==> config.mk <==
export PLATFORM = sky130hd
export DESIGN_NAME = debug_unit_top
export DESIGN_NICKNAME = d
export VERILOG_FILES = /design/src/logic/dbg_pkg.sv /design/src/logic/instr_loader.sv /design/src/logic/dbg_controller.sv /design/src/logic/report_sequencer.sv /design/src/logic/word_serializer.sv /design/src/logic/debug_unit_top.sv
export SDC_FILE = /design/constraint.sdc
export NUM_CORES = 1
export LEC_CHECK = 0
export BUFFER_PORTS_ARGS = -buffer_cell sky130_fd_sc_hd__buf_2
export CORE_MARGIN = 2
export CORE_UTILIZATION = 35
export DETAILED_ROUTE_END_ITERATION = 10
export GPL_ROUTABILITY_DRIVEN = 0
export HOLD_SLACK_MARGIN = 0.03
export PLACE_DENSITY = 0.69
export SETUP_SLACK_MARGIN = 0.05
export SLEW_MARGIN = 20
export SYNTH_ARGS = -nofsm -noshare
export SYNTH_HDL_FRONTEND = slang
export SYNTH_SLANG_ARGS = --single-unit
==> constraint.sdc <==
create_clock -name i_clk -period 2.4 [get_ports i_clk]
set_clock_uncertainty 0.1 [all_clocks]
set_input_delay 0.48 -clock i_clk [delete_from_list [all_inputs] [get_ports i_clk]]
set_output_delay 0.48 -clock i_clk [all_outputs]
set_load 0.02 [all_outputs]
==> src/logic/dbg_pkg.sv <==
`default_nettype none

package dbg_pkg;

    localparam int WORD_W         = 32;
    localparam int BYTE_W         = 8;
    localparam int BYTES_PER_WORD = 4;
    localparam int BYTE_CNT_W     = $clog2(BYTES_PER_WORD);
    localparam int REG_COUNT      = 32;
    localparam int REG_ADDR_W     = 5;
    localparam int MEM_WORDS      = 16;
    localparam int MEM_ADDR_W     = 4;
    localparam int IMEM_ADDR_W    = 8;

    localparam logic [BYTE_W-1:0] CMD_CONTINUOUS = 8'h63; // 'c'
    localparam logic [BYTE_W-1:0] CMD_STEP       = 8'h73; // 's'
    localparam logic [BYTE_W-1:0] CMD_NEXT       = 8'h6e; // 'n'
    localparam logic [BYTE_W-1:0] CMD_LOAD       = 8'h72; // 'r'

    localparam logic [WORD_W-1:0] HALT_WORD = '1;

    // pc, cycle count, register file, data memory
    localparam int DUMP_WORDS = 2 + REG_COUNT + MEM_WORDS;
    localparam int DUMP_CNT_W = $clog2(DUMP_WORDS);

    typedef struct packed {
        logic [IMEM_ADDR_W-1:0] addr; // byte address
        logic [WORD_W-1:0]      data;
    } imem_wr_t;

    typedef struct packed {
        logic [REG_ADDR_W-1:0] reg_sel;
        logic [MEM_ADDR_W-1:0] mem_sel;
    } dump_sel_t;

    typedef enum logic [2:0] {
        CTRL_IDLE,
        CTRL_CONT,
        CTRL_STEP,
        CTRL_LOAD,
        CTRL_DUMP
    } ctrl_state_e;

    typedef enum logic [1:0] {
        SRC_PC,
        SRC_CYCLES,
        SRC_REGS,
        SRC_MEM
    } dump_src_e;

endpackage

`default_nettype wire

==> src/logic/instr_loader.sv <==
`default_nettype none

module instr_loader (
    input  wire                          i_clk,
    input  wire                          i_reset,
    input  wire                          i_byte_strobe,
    input  wire  [dbg_pkg::BYTE_W-1:0]   i_byte,
    output logic                         o_imem_we,
    output dbg_pkg::imem_wr_t            o_imem_wr,
    output logic                         o_load_done
);

    logic [dbg_pkg::WORD_W-1:0]      word_q;
    logic [dbg_pkg::BYTE_CNT_W-1:0]  byte_cnt_q;
    logic [dbg_pkg::IMEM_ADDR_W-1:0] addr_q;
    logic                            is_halt;

    assign is_halt = (word_q == dbg_pkg::HALT_WORD);

    // msb first, so earlier bytes move up
    always_ff @(posedge i_clk) begin
        if (i_byte_strobe) begin
            word_q <= {word_q[dbg_pkg::WORD_W-dbg_pkg::BYTE_W-1:0], i_byte};
        end
    end

    always_ff @(posedge i_clk) begin
        if (i_reset) begin
            byte_cnt_q <= '0;
            addr_q     <= '0;
            o_imem_we  <= 1'b0;
        end else begin
            o_imem_we <= 1'b0;
            if (i_byte_strobe) begin
                byte_cnt_q <= byte_cnt_q + 1'b1;
                if (byte_cnt_q == dbg_pkg::BYTE_CNT_W'(dbg_pkg::BYTES_PER_WORD - 1)) begin
                    o_imem_we <= 1'b1; // word complete
                end
            end
            if (o_imem_we) begin
                if (is_halt) begin
                    addr_q <= '0; // next load starts over
                end else begin
                    addr_q <= addr_q + dbg_pkg::IMEM_ADDR_W'(dbg_pkg::BYTES_PER_WORD);
                end
            end
        end
    end

    assign o_imem_wr.addr = addr_q;
    assign o_imem_wr.data = word_q;
    assign o_load_done    = o_imem_we && is_halt;

endmodule

`default_nettype wire

==> src/logic/dbg_controller.sv <==
`default_nettype none

module dbg_controller (
    input  wire                           i_clk,
    input  wire                           i_reset,
    input  wire                           i_rx_valid,
    input  wire  [dbg_pkg::BYTE_W-1:0]    i_rx_byte,
    input  wire                           i_halt,
    input  wire                           i_load_done,
    input  wire                           i_dump_done,
    output logic                          o_rx_ack,
    output logic                          o_byte_strobe,
    output logic [dbg_pkg::BYTE_W-1:0]    o_byte,
    output logic                          o_run_en,
    output logic                          o_dump_start
);

    dbg_pkg::ctrl_state_e       state_q;
    logic                       step_flag_q; // return to step mode after a dump
    logic [dbg_pkg::BYTE_W-1:0] byte_q;
    logic                       rx_open;
    logic                       rx_accept;

    // a byte is only taken where it can be used
    always_comb begin
        case (state_q)
            dbg_pkg::CTRL_IDLE: rx_open = 1'b1;
            dbg_pkg::CTRL_LOAD: rx_open = 1'b1;
            dbg_pkg::CTRL_STEP: rx_open = !o_run_en && !i_halt;
            default:            rx_open = 1'b0;
        endcase
    end

    assign rx_accept = i_rx_valid && !o_rx_ack && rx_open;

    always_ff @(posedge i_clk) begin
        if (rx_accept) begin
            byte_q <= i_rx_byte;
        end
    end

    // accepted byte is acted on in the ack cycle
    assign o_byte        = byte_q;
    assign o_byte_strobe = o_rx_ack && (state_q == dbg_pkg::CTRL_LOAD);

    always_ff @(posedge i_clk) begin
        if (i_reset) begin
            state_q      <= dbg_pkg::CTRL_IDLE;
            step_flag_q  <= 1'b0;
            o_rx_ack     <= 1'b0;
            o_run_en     <= 1'b0;
            o_dump_start <= 1'b0;
        end else begin
            o_rx_ack     <= rx_accept;
            o_dump_start <= 1'b0;
            case (state_q)
                dbg_pkg::CTRL_IDLE: begin
                    if (o_rx_ack) begin
                        case (byte_q)
                            dbg_pkg::CMD_CONTINUOUS: begin
                                state_q     <= dbg_pkg::CTRL_CONT;
                                step_flag_q <= 1'b0;
                                o_run_en    <= 1'b1;
                            end
                            dbg_pkg::CMD_STEP: begin
                                state_q     <= dbg_pkg::CTRL_STEP;
                                step_flag_q <= 1'b1;
                            end
                            dbg_pkg::CMD_LOAD: begin
                                state_q     <= dbg_pkg::CTRL_LOAD;
                                step_flag_q <= 1'b0;
                            end
                            default: ; // unknown command
                        endcase
                    end
                end
                dbg_pkg::CTRL_CONT: begin
                    if (i_halt) begin
                        o_run_en     <= 1'b0;
                        o_dump_start <= 1'b1;
                        state_q      <= dbg_pkg::CTRL_DUMP;
                    end
                end
                dbg_pkg::CTRL_STEP: begin
                    if (o_run_en) begin // step pulse just went out
                        o_run_en     <= 1'b0;
                        o_dump_start <= 1'b1;
                        state_q      <= dbg_pkg::CTRL_DUMP;
                    end else if (i_halt) begin
                        step_flag_q <= 1'b0;
                        state_q     <= dbg_pkg::CTRL_IDLE;
                    end else if (o_rx_ack && byte_q == dbg_pkg::CMD_NEXT) begin
                        o_run_en <= 1'b1;
                    end
                end
                dbg_pkg::CTRL_LOAD: begin
                    if (i_load_done) begin
                        state_q <= dbg_pkg::CTRL_IDLE;
                    end
                end
                dbg_pkg::CTRL_DUMP: begin
                    if (i_halt) begin
                        step_flag_q <= 1'b0; // core finished during the step
                    end
                    if (i_dump_done) begin
                        if (step_flag_q && !i_halt) begin
                            state_q <= dbg_pkg::CTRL_STEP;
                        end else begin
                            state_q <= dbg_pkg::CTRL_IDLE;
                        end
                    end
                end
                default: state_q <= dbg_pkg::CTRL_IDLE;
            endcase
        end
    end

endmodule

`default_nettype wire

==> src/logic/report_sequencer.sv <==
`default_nettype none

module report_sequencer (
    input  wire                          i_clk,
    input  wire                          i_reset,
    input  wire                          i_dump_start,
    input  wire  [dbg_pkg::WORD_W-1:0]   i_pc,
    input  wire  [dbg_pkg::WORD_W-1:0]   i_cycles,
    input  wire  [dbg_pkg::WORD_W-1:0]   i_reg_data,
    input  wire  [dbg_pkg::WORD_W-1:0]   i_mem_data,
    input  wire                          i_word_ready,
    output dbg_pkg::dump_sel_t           o_dump_sel,
    output logic                         o_word_valid,
    output logic [dbg_pkg::WORD_W-1:0]   o_word,
    output logic                         o_dump_done
);

    dbg_pkg::dump_src_e              src_q;
    logic                            busy_q;
    logic                            last_q; // every word has been fetched
    logic [dbg_pkg::DUMP_CNT_W-1:0]  word_cnt_q;
    logic                            fetch;

    assign fetch = busy_q && !o_word_valid && !last_q;

    // i_reg_data and i_mem_data already answer the current o_dump_sel
    always_ff @(posedge i_clk) begin
        if (fetch) begin
            case (src_q)
                dbg_pkg::SRC_PC:     o_word <= i_pc;
                dbg_pkg::SRC_CYCLES: o_word <= i_cycles;
                dbg_pkg::SRC_REGS:   o_word <= i_reg_data;
                default:             o_word <= i_mem_data;
            endcase
        end
    end

    always_ff @(posedge i_clk) begin
        if (i_reset) begin
            src_q        <= dbg_pkg::SRC_PC;
            busy_q       <= 1'b0;
            last_q       <= 1'b0;
            word_cnt_q   <= '0;
            o_dump_sel   <= '0;
            o_word_valid <= 1'b0;
            o_dump_done  <= 1'b0;
        end else begin
            o_dump_done <= 1'b0;
            if (i_dump_start && !busy_q) begin
                busy_q     <= 1'b1;
                src_q      <= dbg_pkg::SRC_PC;
                word_cnt_q <= '0;
                o_dump_sel <= '0;
            end
            if (fetch) begin
                o_word_valid <= 1'b1;
                word_cnt_q   <= word_cnt_q + 1'b1;
                if (word_cnt_q == dbg_pkg::DUMP_CNT_W'(dbg_pkg::DUMP_WORDS - 1)) begin
                    last_q <= 1'b1;
                end
                case (src_q)
                    dbg_pkg::SRC_PC:     src_q <= dbg_pkg::SRC_CYCLES;
                    dbg_pkg::SRC_CYCLES: src_q <= dbg_pkg::SRC_REGS;
                    dbg_pkg::SRC_REGS: begin
                        if (o_dump_sel.reg_sel ==
                            dbg_pkg::REG_ADDR_W'(dbg_pkg::REG_COUNT - 1)) begin
                            src_q <= dbg_pkg::SRC_MEM;
                        end else begin
                            o_dump_sel.reg_sel <= o_dump_sel.reg_sel + 1'b1;
                        end
                    end
                    default: o_dump_sel.mem_sel <= o_dump_sel.mem_sel + 1'b1;
                endcase
            end
            if (o_word_valid && i_word_ready) begin
                o_word_valid <= 1'b0;
            end
            // serializer empty again means the last byte is out
            if (last_q && !o_word_valid && i_word_ready) begin
                busy_q      <= 1'b0;
                last_q      <= 1'b0;
                o_dump_sel  <= '0;
                o_dump_done <= 1'b1;
            end
        end
    end

endmodule

`default_nettype wire

==> src/logic/word_serializer.sv <==
`default_nettype none

module word_serializer (
    input  wire                          i_clk,
    input  wire                          i_reset,
    input  wire                          i_word_valid,
    input  wire  [dbg_pkg::WORD_W-1:0]   i_word,
    input  wire                          i_tx_idle,
    output logic                         o_word_ready,
    output logic                         o_tx_start,
    output logic [dbg_pkg::BYTE_W-1:0]   o_tx_byte
);

    logic [dbg_pkg::WORD_W-1:0]     shift_q;
    logic [dbg_pkg::BYTE_CNT_W-1:0] byte_cnt_q;
    logic                           full_q;
    logic                           load;
    logic                           next_byte;

    assign o_word_ready = !full_q;
    assign load         = i_word_valid && !full_q;
    // byte done once the transmitter is idle again after start dropped
    assign next_byte    = full_q && !o_tx_start && i_tx_idle;

    always_ff @(posedge i_clk) begin
        if (load) begin
            shift_q <= i_word;
        end else if (next_byte) begin
            shift_q <= shift_q << dbg_pkg::BYTE_W;
        end
    end

    assign o_tx_byte = shift_q[dbg_pkg::WORD_W-1 -: dbg_pkg::BYTE_W];

    always_ff @(posedge i_clk) begin
        if (i_reset) begin
            full_q     <= 1'b0;
            byte_cnt_q <= '0;
            o_tx_start <= 1'b0;
        end else begin
            if (load) begin
                full_q     <= 1'b1;
                byte_cnt_q <= '0;
                o_tx_start <= 1'b1;
            end else if (o_tx_start) begin
                if (!i_tx_idle) begin
                    o_tx_start <= 1'b0; // transmitter took the byte
                end
            end else if (next_byte) begin
                if (byte_cnt_q == dbg_pkg::BYTE_CNT_W'(dbg_pkg::BYTES_PER_WORD - 1)) begin
                    full_q <= 1'b0;
                end else begin
                    byte_cnt_q <= byte_cnt_q + 1'b1;
                    o_tx_start <= 1'b1;
                end
            end
        end
    end

endmodule

`default_nettype wire

==> src/logic/debug_unit_top.sv <==
`default_nettype none

module debug_unit_top (
    input  wire                           i_clk,
    input  wire                           i_reset,
    input  wire                           i_rx_valid,
    input  wire  [dbg_pkg::BYTE_W-1:0]    i_rx_byte,
    output logic                          o_rx_ack,
    input  wire                           i_tx_idle,
    output logic                          o_tx_start,
    output logic [dbg_pkg::BYTE_W-1:0]    o_tx_byte,
    input  wire                           i_halt,
    input  wire  [dbg_pkg::WORD_W-1:0]    i_pc,
    input  wire  [dbg_pkg::WORD_W-1:0]    i_cycles,
    input  wire  [dbg_pkg::WORD_W-1:0]    i_reg_data,
    input  wire  [dbg_pkg::WORD_W-1:0]    i_mem_data,
    output logic                          o_run_en,
    output dbg_pkg::dump_sel_t            o_dump_sel,
    output logic                          o_imem_we,
    output dbg_pkg::imem_wr_t             o_imem_wr
);

    logic                       byte_strobe;
    logic [dbg_pkg::BYTE_W-1:0] load_byte;
    logic                       load_done;
    logic                       dump_start;
    logic                       dump_done;
    logic                       word_valid;
    logic                       word_ready;
    logic [dbg_pkg::WORD_W-1:0] word;

    dbg_controller u_ctrl (
        .i_clk         (i_clk),
        .i_reset       (i_reset),
        .i_rx_valid    (i_rx_valid),
        .i_rx_byte     (i_rx_byte),
        .i_halt        (i_halt),
        .i_load_done   (load_done),
        .i_dump_done   (dump_done),
        .o_rx_ack      (o_rx_ack),
        .o_byte_strobe (byte_strobe),
        .o_byte        (load_byte),
        .o_run_en      (o_run_en),
        .o_dump_start  (dump_start)
    );

    instr_loader u_loader (
        .i_clk         (i_clk),
        .i_reset       (i_reset),
        .i_byte_strobe (byte_strobe),
        .i_byte        (load_byte),
        .o_imem_we     (o_imem_we),
        .o_imem_wr     (o_imem_wr),
        .o_load_done   (load_done)
    );

    report_sequencer u_seq (
        .i_clk        (i_clk),
        .i_reset      (i_reset),
        .i_dump_start (dump_start),
        .i_pc         (i_pc),
        .i_cycles     (i_cycles),
        .i_reg_data   (i_reg_data),
        .i_mem_data   (i_mem_data),
        .i_word_ready (word_ready),
        .o_dump_sel   (o_dump_sel),
        .o_word_valid (word_valid),
        .o_word       (word),
        .o_dump_done  (dump_done)
    );

    word_serializer u_ser (
        .i_clk        (i_clk),
        .i_reset      (i_reset),
        .i_word_valid (word_valid),
        .i_word       (word),
        .i_tx_idle    (i_tx_idle),
        .o_word_ready (word_ready),
        .o_tx_start   (o_tx_start),
        .o_tx_byte    (o_tx_byte)
    );

endmodule

`default_nettype wire

== Word level (Yosys, flattened, before mapping) ==
Cells that the tools add are included.
Word-level totals
  output and inout bits: 61
  memory bits (writable): 0
  input port bits: 141
  bits in latches: 0
  register bits after elaboration: 147
  logic and storage cells: 150
  memory bits (read-only): 0
  memories: 0
Cells by class
  multiply operators: 0
  reductions and logical operators: 42
  muxes and demuxes: 51
  magnitude comparators: 0
  divide/modulo/power cells: 0
  shift operators: 0
  $add $sub $neg: 6
  equal/unequal tests: 25
  bitwise logic cells: 3
Operators by type and width (number)
  $pmux 32 s3: 1
  $mux 32: 2
  $eq 32x32->1 const B: 1
  $eq 8x7->1 const B: 4
  $mux 1: 22
  $mux 3: 6
  $mux 9: 2
  $logic_and 1x1->1: 15
  $pmux 3 s5: 1
  $mux 6: 2
  $mux 5: 2
  $ne 2x2->1 const B: 5
  $reduce_or 2->1: 5
  $pmux 3 s3: 1
  $add 8x3->8 const B: 1
  $logic_not 1->1: 8
  $mux 2: 4
  $mux 8: 1
  $reduce_and 4->1: 2
  $add 6x1->6 const B: 1
  $eq 2x2->1 const B: 3
  $eq 3x2->1 const B: 2
  $eq 6x6->1 const B: 1
  $pmux 1 s2: 3
  23 further kinds: 32

== Logic depth before layout (Yosys ltp) ==
  depth after elaboration: 6
  depth in mapped cells: 8
  gate-level depth less buffers: 8

== Modules after synthesis ==
Synthesis repeated with hierarchy kept, for this count alone.
Second synthesis, totals
  cells, all modules: 444
  area total of the unflattened synthesis: 6693.9 µm²
Modules (own cells, without submodules)
  report_sequencer: cells each 190, area an instance 2801.4 µm², sequential area each 1381.3 µm², instances 1
  word_serializer: cells each 96, area an instance 1655.3 µm², sequential area each 1041.0 µm², instances 1
  instr_loader: cells each 82, area an instance 1436.4 µm², sequential area each 1141.1 µm², instances 1
  dbg_controller: cells each 76, area an instance 800.8 µm², sequential area each 380.4 µm², instances 1

== Worst setup path after synthesis ==
Ideal clock, no wire load.
  path kind: reg2reg
  from: reg u_seq.busy_q
  to: reg u_seq.o_dump_sel[2] (netlist name)
  data arrival time: 2.309 ns
  library setup time: 0.065 ns
  cell stages (with the launch flop): 7
  required time: 2.235 ns
  buffers on the path: 0
  slack: -0.074 ns
  clock period less this slack: 2.474 ns
  cell sequence: dfxtp_1 > or3b_4 > clkinv_1 > and3_2 > nand2_1 > mux2_2 > nor2_1
On the way
  elaborated cells on any way between the ends: 7
  those cells by class: mux (3); reduce/logical (4)
RTL lines
  from (decl): RTL line report_sequencer.sv:19  | logic busy_q;
  from (signal assigned): RTL line report_sequencer.sv:41  | busy_q <= 1'b0;
  from (signal assigned): RTL line report_sequencer.sv:50  | busy_q <= 1'b1;
  from (signal assigned): RTL line report_sequencer.sv:80  | busy_q <= 1'b0;
  $logic_and 1x1->1 (2 in a row): RTL line report_sequencer.sv:24  | assign fetch = busy_q && !o_word_valid && !last_q;
  via u_seq.fetch: RTL line report_sequencer.sv:22  | logic fetch;
  $mux 9: RTL line report_sequencer.sv:55  | if (fetch) begin
The timed path passes the listed nets, and every way through them passes these cells.
A chain may end at the register's enable or synchronous reset.

== Final worst setup path ==
  from: reg u_seq.o_dump_sel[4] (netlist name)
  to: reg u_seq.o_dump_sel[6] (netlist name)
On the way
  cells in the longest elaborated chain, start to end: 4
  elaborated cells on any way between the ends: 5
  those cells by class: add/sub (1); eq/ne (1); mux (3)
RTL lines
  $add 5x1->5 or $eq 5x5->1 (tied branches): RTL line report_sequencer.sv:69, report_sequencer.sv:65
  $mux 5 (*): RTL line report_sequencer.sv:65  | if (o_dump_sel.reg_sel ==
  $mux 5 (*): RTL line report_sequencer.sv:61  | case (src_q)
  $mux 9 (*): RTL line report_sequencer.sv:55
Mark *: on every way between the ends. The rest lies on a longest branch, timed or not.

==> impl_metrics.csv <==
group,metric,value,unit
clock_network,cts_buffers,17,
route,first_pass_iters,4,
power,leakage,0.003137,uW
sta,rsz0062_at_grt,"no",
route,drt_wl_total,14320,um
final_layout,diodes,0,
clock_network,cts-root-buf,"clkbuf_16",
synthesis,avgSynthCellArea,14.38,sq um
floorplanning,die_w,139.2,um
synthesis,synth_fa_ha_area_frac,0.01565,
grt,first_global_vias,4627,
place,place_ws,0.09650,ns
power,switching_share,0.2027,
route,drc_errors,0,
final_layout,layout_commonest_cell,"buf_2",
synthesis,ys_seq_area_frac,0.6165,
synthesis,yosysUniqueCellTypes,50,
final_layout,fin_cells,881,
power,pwr-share-seq,0.497,
power,p_per_area,662.2,nW/um^2
hold_path,hold_class,"in -> reg",
route,wl_per_cell,16.26,um
synthesis,synth.mux.area_fraction,0.1698,
power,pwr-share-comb,0.037,
power,total_power,5405,uW
power,ir_worst_vdd,0.0004774,V
place,hpwl,10510,um
place,dp_cells,849,
worst_setup_path,endpoint_kind,"flop",
synthesis,syn_area,6397,sq um
sta,drv_slew,0,
clock_network,clockBufferDepth,2,
sta,finalSetupViolations,0,
worst_setup_path,crit_path_start_kind,"flop",
sta,setup_tns,0,ns
synthesis,yosys.area_share.xor_xnor,0.01095,
floorplanning,coreArea,17960,sq um
synthesis,syn_inst,445,
clock_network,cts_sinks,145,
final_layout,nNetsFinal,788,
floorplanning,dieArea,19380,sq um
worst_setup_path,crit_type,"reg -> reg",
clock_network,cts_setup_buffers,0,
final_layout,stdcell_area,8162,sq um
final_layout,area.growth.synth_to_final,27.58,%
sta,fmax,446.1,MHz
route,vias_per_cell,4.986,
synthesis,ys_ff_latch,145,
floorplanning,num_io_pins,202,
sta,hold_viol_final,0,
power,p_clk_frac,0.467,
sta,fin_crit_sh,0.9339,
place,io_buffers,199,
clock_network,cts_htree_levels,4,
worst_setup_path,critPathMaxFanout,5,
route,num_vias,4393,
worst_setup_path,critical_path_arrival,2.43,ns
grt,grt_max_degree,38,
grt,grt_first_pass_wirelength,22890,um
synthesis,synthSimpleGateAreaFrac,0.1152,
synthesis,yosysWarnings,0,
worst_setup_path,critical_path_required,2.59,ns
clock_network,clkTransAtPathRegs,0.06,ns
grt,grt_overflow,0,
place,placed_area,7577,sq um
synthesis,synthArstFlopShare,0,
power,internal-power,4309,uW
grt,grt_usage,0.1501,
run_status,status,"complete, no violations",
grt,grt_antenna_before_repair,0,
sta,tightest_slew,0.5310,ns
flow_run,cap_violations,0,
sta,relSlewSlack,0.6460,
clock_network,clock_latency,0.42,ns
floorplanning,start_util,0.3561,
final_layout,drive_above_1_share,0.4693,
final_layout,fill_cells,1644,
synthesis,synth_edf_count,104,
route,antenna_left,0,
clock_network,cts_tree,"done",
synthesis,synth_top_family_by_area,"multiplexers",
sta,period_needed,2.241,ns
route,drt_iter0_drc,330,
floorplanning,die_h,139.2,um
final_layout,layout_common_cells,"buf_2 (199), edfxtp_1 (104), dfxtp_1 (39)",
synthesis,synthFlopType,"edfxtp_1",
synthesis,synth_compound_area_frac,0.04068,
power,p_switching,1095,uW
floorplanning,num_rows,49,
sta,worst_slack,0.1586,ns
==> kinds of logic (layout without fill, tap and decap cells) <==
family                     count (synthesis)  in the layout
DFF                                      145            145
and+or+nand+nor                          139            139
xor gates and xnor gates                   8              8
other                                      1              2
adders and majority gates                  8              8
muxes                                     65             65
buffers and inverters                     38            244
AOI/OAI and AO/OA                         41             41
==> path summary, 6_finish.rpt <==
kind / start / endpoint / slack, ns / cells past startpoint
hold reg to reg: u_ctrl.o_byte[1] / u_loader.word_q[1] / 0.35 / 0
setup reg to reg: u_seq.o_dump_sel[4] / u_seq.o_dump_sel[6] / 0.16 / 8
setup / recovery: u_seq.o_dump_sel[4] / u_seq.o_dump_sel[6] / 0.16 / 8
hold / removal: i_rx_byte[7] / u_ctrl.o_byte[7] / 0.13 / 1
==> power groups by stage <==
stage	Sequential, uW	Combinational (uW)	Clock [uW]
after floorplan	2740	73.3	0
after CTS	2680	200	2570
final	2690	198	2520
after global placement	2740	192	0
after global routing	2690	216	2660
after detailed placement	2740	199	0
==> registers in the layout, indices dropped and copies added, names as in the netlist, 2 cells and up <==
register             flops
u_ctrl.o_byte            8
u_seq.word_cnt_q         6
u_seq.src_q              2
u_ser.byte_cnt_q         2
u_seq.o_dump_sel         9
u_seq.o_word            32
u_loader.word_q         32
u_loader.addr_q          6
u_loader.byte_cnt_q      2
u_ctrl.state_q           3
u_ser.shift_q           32
==> synth_stat cells, drive strengths merged, types with 2 or more instances <==
master	number	area (sq um)
xor2	4	35.03
nand4	15	93.84
nand3b	4	30.03
clkbuf	11	41.29
and3	4	26.28
nor3	7	46.30
o31ai	2	15.01
a31oi	5	31.28
o21ai	4	20.02
mux2	28	315.3
edfxtp	104	3123
ha	8	100.1
nor2	37	138.9
nor2b	5	31.28
a211oi	3	22.52
nand2	21	78.83
or3	2	12.51
buf	22	136.4
mux4	32	720.7
a21oi	17	85.08
and2	14	87.58
xnor2	4	35.03
dfxtp	41	820.8
and4b	2	20.02
nand3	11	55.05
nor3b	2	15.01
or2	3	18.77
inv	4	15.01
a311oi	2	17.52
mux2i	5	50.05
nand2b	9	56.30
==> layer usage <==
layer | track usage | up-vias | share of wire
met2 | 0.2624 | 112 | 0.53
met4 | 0.06964 | 0 | 0.023
met3 | 0.03488 | 22 | 0.044
met5 | 0 | - | 0
li1 | - | 2084 | -
met1 | 0.1751 | 2175 | 0.41
==> repair_timing <==
| item | CTS | global route |
|---|---|---|
| resized for setup | 0 | 2 |
| endpoints found under the hold margin | 0 | 0 |
| hold buffers | 0 | 0 |
| setup endpoints to repair | 0 | 1 |
==> critical path, cell delays in order, from the launching register on <==
cell,delay [ns]
dfxtp_1,0.35
ha_1,0.24
and3_1,0.20
ha_1,0.18
nand2b_1,0.20
or3_4,0.39
and2_1,0.21
o21ai_1,0.17
a21oi_1,0.08
==> cell type report <==
cell class                 count  area, sq um  share of cell area
sequential                   145         3946              0.4835
multi-input combinational    263         2273              0.2786
timing repair buffer         207         1056              0.1294
clock buffer                  22        508.0             0.06224
tap                          229        286.5             0.03511
clock inverter                10        71.32            0.008738
inverter                       5        20.02            0.002453
==> stage by stage <==
step	util	hold WS [ns]
finish	0.4543	0.1324
global route	0.4543	0.1166
CTS	0.4541	0.1142
detailed placement	0.4218	0.3350
global placement	0.4218	0.3260
floorplan	-	0.3183
Note: power is estimated with default switching activity, not from simulation.
